**src/design/vga_pkg.sv**
```systemverilog
// vga display package: shared pixel, coordinate and palette types and tile constants.
`default_nettype none

package vga_pkg;

    // counter, column and row positions.
    typedef logic [10:0] coord_t;

    // one pixel as 4-bit red, green and blue.
    typedef logic [11:0] color_t;

    // palette address.
    typedef logic [3:0] pal_index_t;

    // tile edge is 2**tile_log2 pixels.
    localparam int tile_log2 = 3;

    // number of palette entries, must cover every pal_index_t value.
    localparam int pal_depth = 16;

    // black output outside the visible window.
    localparam color_t color_black = 12'h000;

endpackage

`default_nettype wire
```
**src/design/vga_display_top.sv**
```systemverilog
// vga display top: timing, tile pattern and palette joined into one pixel pipeline.
`default_nettype none

module vga_display_top #(
    parameter int h_sync   = 64,
    parameter int h_back   = 120,
    parameter int h_active = 640,
    parameter int h_front  = 16,
    parameter int v_sync   = 3,
    parameter int v_back   = 16,
    parameter int v_active = 480,
    parameter int v_front  = 1
) (
    input  wire logic                 vga_clk,
    input  wire logic                 rst_n,
    input  wire logic                 wr_valid,
    input  wire vga_pkg::pal_index_t  wr_index,
    input  wire vga_pkg::color_t      wr_color,
    output logic                      wr_ready,
    output logic                      hsync,
    output logic                      vsync,
    output logic                      de,
    output vga_pkg::color_t           rgb
);

    logic                t_hsync;
    logic                t_vsync;
    logic                t_de;
    vga_pkg::coord_t     t_column;
    vga_pkg::coord_t     t_row;
    logic                rd_en;
    vga_pkg::pal_index_t rd_index;

    vga_timing #(
        .h_sync   (h_sync),
        .h_back   (h_back),
        .h_active (h_active),
        .h_front  (h_front),
        .v_sync   (v_sync),
        .v_back   (v_back),
        .v_active (v_active),
        .v_front  (v_front)
    ) u_timing (
        .vga_clk (vga_clk),
        .rst_n   (rst_n),
        .hsync   (t_hsync),
        .vsync   (t_vsync),
        .de      (t_de),
        .column  (t_column),
        .row     (t_row)
    );

    // index is formed in the same cycle the palette samples it.
    tile_pattern u_pattern (
        .vga_clk  (vga_clk),
        .rst_n    (rst_n),
        .in_hsync (t_hsync),
        .in_vsync (t_vsync),
        .in_de    (t_de),
        .column   (t_column),
        .row      (t_row),
        .rd_en    (rd_en),
        .rd_index (rd_index),
        .hsync    (hsync),
        .vsync    (vsync),
        .de       (de)
    );

    palette_ram u_palette (
        .vga_clk  (vga_clk),
        .rst_n    (rst_n),
        .rd_en    (rd_en),
        .rd_index (rd_index),
        .rgb      (rgb),
        .wr_valid (wr_valid),
        .wr_ready (wr_ready),
        .wr_index (wr_index),
        .wr_color (wr_color)
    );

endmodule

`default_nettype wire

```
**src/design/palette_ram.sv**
```systemverilog
// palette ram: 16-color lookup with registered read and a write port open only in blanking.
`default_nettype none

module palette_ram (
    input  wire logic                 vga_clk,
    input  wire logic                 rst_n,
    input  wire logic                 rd_en,
    input  wire vga_pkg::pal_index_t  rd_index,
    output vga_pkg::color_t           rgb,
    input  wire logic                 wr_valid,
    output logic                      wr_ready,
    input  wire vga_pkg::pal_index_t  wr_index,
    input  wire vga_pkg::color_t      wr_color
);

    vga_pkg::color_t mem [vga_pkg::pal_depth];
    logic            wr_fire;

    // host is stalled while visible pixels are being looked up.
    assign wr_ready = !rd_en;
    assign wr_fire  = wr_valid && wr_ready;

    // color table, cleared to black on reset.
    always_ff @(posedge vga_clk or negedge rst_n) begin
        if (!rst_n) begin
            for (int i = 0; i < vga_pkg::pal_depth; i++) begin
                mem[i] <= vga_pkg::color_black;
            end
        end else if (wr_fire) begin
            mem[wr_index] <= wr_color;
        end
    end

    // read port, black outside the window.
    always_ff @(posedge vga_clk or negedge rst_n) begin
        if (!rst_n) begin
            rgb <= vga_pkg::color_black;
        end else if (rd_en) begin
            rgb <= mem[rd_index];
        end else begin
            rgb <= vga_pkg::color_black;
        end
    end

endmodule

`default_nettype wire

```
**src/design/tile_pattern.sv**
```systemverilog
// tile pattern: maps pixel address to a diagonal-band palette index and aligns the syncs.
`default_nettype none

module tile_pattern (
    input  wire logic              vga_clk,
    input  wire logic              rst_n,
    input  wire logic              in_hsync,
    input  wire logic              in_vsync,
    input  wire logic              in_de,
    input  wire vga_pkg::coord_t   column,
    input  wire vga_pkg::coord_t   row,
    output logic                   rd_en,
    output vga_pkg::pal_index_t    rd_index,
    output logic                   hsync,
    output logic                   vsync,
    output logic                   de
);

    vga_pkg::coord_t tile_col;
    vga_pkg::coord_t tile_row;
    vga_pkg::coord_t tile_sum;

    assign tile_col = column >> vga_pkg::tile_log2;
    assign tile_row = row >> vga_pkg::tile_log2;
    assign tile_sum = tile_col + tile_row;

    // low bits of the tile sum wrap through the palette.
    assign rd_index = vga_pkg::pal_index_t'(tile_sum);
    assign rd_en    = in_de;

    // one stage to line up with the registered palette read.
    always_ff @(posedge vga_clk or negedge rst_n) begin
        if (!rst_n) begin
            hsync <= 1'b1;
            vsync <= 1'b1;
            de    <= 1'b0;
        end else begin
            hsync <= in_hsync;
            vsync <= in_vsync;
            de    <= in_de;
        end
    end

endmodule

`default_nettype wire

```
**src/design/vga_timing.sv**
```systemverilog
// vga timing: horizontal and vertical counters with registered syncs, display-enable and address.
`default_nettype none

module vga_timing #(
    parameter int h_sync   = 64,
    parameter int h_back   = 120,
    parameter int h_active = 640,
    parameter int h_front  = 16,
    parameter int v_sync   = 3,
    parameter int v_back   = 16,
    parameter int v_active = 480,
    parameter int v_front  = 1
) (
    input  wire logic           vga_clk,
    input  wire logic           rst_n,
    output logic                hsync,
    output logic                vsync,
    output logic                de,
    output vga_pkg::coord_t     column,
    output vga_pkg::coord_t     row
);

    localparam int h_total = h_sync + h_back + h_active + h_front;
    localparam int v_total = v_sync + v_back + v_active + v_front;

    // window edges in counter terms.
    localparam vga_pkg::coord_t h_sync_end  = vga_pkg::coord_t'(h_sync);
    localparam vga_pkg::coord_t h_vis_start = vga_pkg::coord_t'(h_sync + h_back);
    localparam vga_pkg::coord_t h_vis_end   = vga_pkg::coord_t'(h_sync + h_back + h_active);
    localparam vga_pkg::coord_t h_last      = vga_pkg::coord_t'(h_total - 1);

    localparam vga_pkg::coord_t v_sync_end  = vga_pkg::coord_t'(v_sync);
    localparam vga_pkg::coord_t v_vis_start = vga_pkg::coord_t'(v_sync + v_back);
    localparam vga_pkg::coord_t v_vis_end   = vga_pkg::coord_t'(v_sync + v_back + v_active);
    localparam vga_pkg::coord_t v_last      = vga_pkg::coord_t'(v_total - 1);

    vga_pkg::coord_t h_cnt;
    vga_pkg::coord_t v_cnt;
    logic            h_wrap;
    logic            h_vis;
    logic            v_vis;
    logic            visible;

    assign h_wrap  = (h_cnt == h_last);
    assign h_vis   = (h_cnt >= h_vis_start) && (h_cnt < h_vis_end);
    assign v_vis   = (v_cnt >= v_vis_start) && (v_cnt < v_vis_end);
    assign visible = h_vis && v_vis;

    // pixel counter, zero based.
    always_ff @(posedge vga_clk or negedge rst_n) begin
        if (!rst_n) begin
            h_cnt <= '0;
        end else if (h_wrap) begin
            h_cnt <= '0;
        end else begin
            h_cnt <= h_cnt + 1'b1;
        end
    end

    // line counter steps once per line.
    always_ff @(posedge vga_clk or negedge rst_n) begin
        if (!rst_n) begin
            v_cnt <= '0;
        end else if (h_wrap) begin
            if (v_cnt == v_last) begin
                v_cnt <= '0;
            end else begin
                v_cnt <= v_cnt + 1'b1;
            end
        end
    end

    // syncs and window flag, one cycle behind the counters.
    always_ff @(posedge vga_clk or negedge rst_n) begin
        if (!rst_n) begin
            hsync <= 1'b1;
            vsync <= 1'b1;
            de    <= 1'b0;
        end else begin
            hsync <= (h_cnt >= h_sync_end); // low during the pulse.
            vsync <= (v_cnt >= v_sync_end);
            de    <= visible;
        end
    end

    // address is held at zero outside the window.
    always_ff @(posedge vga_clk or negedge rst_n) begin
        if (!rst_n) begin
            column <= '0;
            row    <= '0;
        end else if (visible) begin
            column <= h_cnt - h_vis_start;
            row    <= v_cnt - v_vis_start;
        end else begin
            column <= '0;
            row    <= '0;
        end
    end

endmodule

`default_nettype wire

```
**config.mk**
```make
export PLATFORM = sky130hd
export DESIGN_NAME = vga_display_top
export DESIGN_NICKNAME = d
export VERILOG_FILES = /design/src/design/vga_pkg.sv /design/src/design/vga_display_top.sv /design/src/design/palette_ram.sv /design/src/design/tile_pattern.sv /design/src/design/vga_timing.sv
export SDC_FILE = /design/constraint.sdc
export NUM_CORES = 1
export LEC_CHECK = 0
export BUFFER_PORTS_ARGS = -buffer_cell sky130_fd_sc_hd__buf_2
export CORE_MARGIN = 2
export CORE_UTILIZATION = 52
export CTS_CLUSTER_SIZE = 16
export DETAILED_ROUTE_END_ITERATION = 8
export PLACE_DENSITY_LB_ADDON = 0.2
export RECOVER_POWER = 100
export SLEW_MARGIN = 30
export SYNTH_ARGS = -nofsm -noshare
export SYNTH_HDL_FRONTEND = slang
export SYNTH_SLANG_ARGS = --single-unit
```
**constraint.sdc**
```tcl
create_clock -name vga_clk -period 3.5 [get_ports vga_clk]
set_clock_uncertainty 0.15 [all_clocks]
set_input_delay 0.175 -clock vga_clk [delete_from_list [all_inputs] [get_ports vga_clk]]
set_output_delay 0.175 -clock vga_clk [all_outputs]
set_load 0.01 [all_outputs]
```
==> results.md <==
- Post-Synthesis Cell Area: approximately 11,000 sq um
- Vias in the first global route: roughly 6.8k
- Syn avg cell area: between 10 and 15 sq um
- Total gr overflow: 0
- Crit path DAT: 3.16 ns
- RSZ-0062 raised after global routing: false
- Logic gate share of total power: between 10 and 15%
- R2R cell count: 4
- Area Overhead vs Synth: 12.8%
- Crit path to: u_palette.mem[39]
- First-pass GRT wire length: roughly 38 mm
- Crit path max fanout: 12
- Worst setup slack after placement: 0.906 ns
- Max Clk Rate: approximately 340 MHz
- Worst r2r src: u_timing.de
- Tightest Pin Transition: about 2.5 ns
- MaxCap Viol Count: 1
- DR iter-0 viols: 399
- H-tree level count: 1
- Reg2reg setup slack: 0.60 ns
- Total power: 7.25 mW
- Setup crit start: u_timing.de
- Starting Density: 53.3%
- DRC Markers: 0
- Post-DP HPWL: roughly 15 mm
- Worst-Skew Late Latency: 0.52 ns
- Initial antenna violation count: 0
- Via count: 6,261
- Core area: 20,400 sq um
- Failing checks: max-capacitance violations, max-slew violations
- Clk sink count: 240
- WS Path Type: flip-flop to flip-flop
- Reg2reg end: u_palette.mem[39]
- Share of cells above drive strength 1: 40.1%
- IO Pins: 35
- VDD IR max: 0.000343 V
- Fin. Hold Viols: 0
- GP Congestion: 0.784
- Setup crit end kind: flip-flop
- Bufs on Longest Clock Path: 3
- Min setup slack post-route: roughly 0.60 ns
- Clock-pin slew on the worst setup and hold paths: 0.06 ns
- Pint: 5.60 mW
- Worst min-delay path category: flip-flop to flip-flop
- Clock share of power: 38.8%
- Net switching power: 1.64 mW
- Die H: 149 um
- Number of nets in the layout: 800
- Sw frac: 22.7%
- CTS tree: done
- Layout fillers: 1,585
- Root Driver: clkbuf_16
- Final core occ: 60.2%
- IO buf count: 34
- Pwr dens: approximately 590 nW/um^2
- Die area: approximately 22,000 sq um
- Crit share post-route: 83.0%
- # setup viols final: 0
- Total wire length: approximately 24 mm
- Seq cells post-synth: 240
- Setup TNS Final: 0 ns
- Post-DRT Antenna Nets: 0
- Leak Pwr: 5.24 nW
- WP data required: roughly 3.8 ns
- # rows: 52
- CTS buffer count: 26
- Ys Warns: 0
- Worst slew margin: -66.5%
- Cells after synthesis: 733
- Synth unique cells: 46
- Final Max Tran Viols: a little under 100
- Flop pwr share: 49.0%
- All-Layer GR Usage: 22.7%
- Synth Net Count: 760
- # diodes: 0
- WL per Instance: 22.4 um
- Die Wd: 149 um
- Status: finished with violations
- Critical Path Start Type: flip-flop
- Pin count of the biggest net entering global routing: 100
- Register area share after synthesis: 55.2%
- Vias per std cell: 5.89
- Drt pass-1 iters: 4
- Tmin final: 2.90 ns
[through the flow]
stage | instance area, sq um | hold slack (ns) | instances
floorplan | 10900 | -0.271 | 733
global placement | 11300 | 0.0946 | 1002
detailed placement | 11300 | 0.109 | 1002
CTS | 12400 | 0.145 | 1063
global route | 12300 | 0.209 | 1063
finish | 12300 | 0.197 | 1063
[metal layers]
| layer | vias up | wire length [um] | share of wire [%] | track usage [%] |
|---|---|---|---|---|
| li1 | 2783 | - | - | - |
| met1 | 3296 | 11100 | 47 | 34.6 |
| met2 | 147 | 10900 | 46 | 34.5 |
| met3 | 35 | 1370 | 5.7 | 3.52 |
| met4 | 0 | 473 | 2.0 | 5.90 |
| met5 | - | 0 | 0 | 0 |
[synthesized netlist by cell type (all sizes together)]
cell type	count	share of area [%]
a2111oi	1	0.080
a211o	2	0.16
a21o	3	0.21
a21oi	3	0.14
and2	3	0.18
and3	8	0.47
and4	1	0.080
and4bb	2	0.23
buf	31	1.7
clkbuf	19	0.65
dfrtp	236	54
dfstp	4	0.96
fa	1	0.18
ha	7	0.80
inv	6	0.21
mux2	192	20
mux2i	26	2.4
mux4	48	9.9
nand2	27	0.93
nand2b	3	0.17
nand3	19	0.87
nand4	4	0.23
nand4bb	1	0.10
nor2	14	0.48
nor2b	5	0.29
nor3	14	0.64
nor3b	2	0.14
nor4	2	0.25
nor4b	3	0.24
o2111ai	1	0.080
o211ai	2	0.14
o21ai	5	0.23
o21ba	1	0.092
o22ai	12	0.69
o41ai	1	0.15
or3	6	0.34
or4	1	0.10
xnor2	9	0.72
xor2	8	0.64
[power groups by stage]
| stage | Sequential [mW] | Clock, mW | Combinational, mW |
|---|---|---|---|
| CTS | 3.54 | 2.87 | 0.906 |
| global route | 3.61 | 3.00 | 0.971 |
| global placement | 3.55 | 0 | 0.839 |
| finish | 3.55 | 2.81 | 0.889 |
| detailed placement | 3.59 | 0 | 0.893 |
| floorplan | 3.49 | 0 | 0.710 |
[layout by cell type, fill, tap and decap left out, types with 3 or more instances in the layout]
cell type	synthesis	layout
a21o_1	3	3
a21oi_1	3	3
and3_1	7	7
buf_12	0	4
buf_2	23	17
buf_4	2	7
bufinv_16	0	3
clkbuf_1	19	28
clkbuf_16	0	27
clkbuf_8	0	4
clkinv_2	0	4
dfrtp_1	236	236
dfstp_2	4	4
dlygate4sd3_1	0	13
ha_1	7	6
inv_1	6	6
mux2_2	192	191
mux2i_1	26	26
mux4_2	48	48
nand2_1	27	27
nand2b_1	3	3
nand3_1	19	19
nand4_1	4	4
nor2_1	14	14
nor2b_1	5	5
nor3_1	14	14
nor4b_1	3	3
o21ai_0	3	5
o22ai_1	12	12
or3_1	6	6
xnor2_1	9	9
xor2_1	8	7
[logic make-up (layout without fill, tap and decap cells)]
| group | Yosys count | in the layout | share of synthesized area [%] |
|---|---|---|---|
| AO/OA/AOI/OAI | 31 | 31 | 1.96 |
| buffers and inverters | 56 | 116 | 2.61 |
| XOR/XNOR | 17 | 17 | 1.37 |
| multiplexers | 266 | 266 | 32.2 |
| adder cells (fa/ha/maj) | 8 | 8 | 0.987 |
| flip-flops | 240 | 240 | 55.2 |
| AND/OR/NAND/NOR | 115 | 115 | 5.76 |
[worst min path at each step]
stage,startpoint,to,cells after the start
2_1_floorplan,rst_n,u_palette.mem[0],0
4_1_cts,rst_n,u_palette.mem[165],2
3_5_place_dp,rst_n,u_palette.mem[103],1
3_3_place_gp,rst_n,u_palette.mem[139],1
6_report,u_timing.vsync,u_pattern.vsync,0
5_1_grt,u_timing.vsync,u_pattern.vsync,0
[critical path, stage by stage, from the launching register on]
cell,delay [ns]
dfrtp_1,0.44
nor4b_1,0.67
and3_1,0.25
clkbuf_1,0.85
mux2_2,0.43
[layout make-up]
| class | instances | area [sq um] | area share (%) |
|---|---|---|---|
| clock buffers | 39 | 761 | 6.19 |
| clock inverters | 9 | 126 | 1.03 |
| inverters | 6 | 22.5 | 0.183 |
| multi-input cells | 437 | 4610 | 37.5 |
| flip-flops and latches | 240 | 6010 | 48.9 |
| well taps | 270 | 338 | 2.75 |
| repair buffers | 62 | 428 | 3.48 |
[what timing repair did]
item,CTS,global route
hold buffers,13,0
resized for setup,0,0
buffers inserted,0,0
hold endpoints to repair,287,0
[flip-flops by register name (all words and copies together), names as in the netlist]
signal / flops
u_timing.v_cnt: 11
u_pattern.hsync: 1
u_timing.h_cnt: 11
u_pattern.de: 1
u_timing.hsync: 1
u_palette.mem: 192
u_timing.column: 4
u_palette.rgb: 12
u_timing.vsync: 1
u_pattern.vsync: 1
u_timing.row: 4
u_timing.de: 1
(Power assumes the default switching activity.)
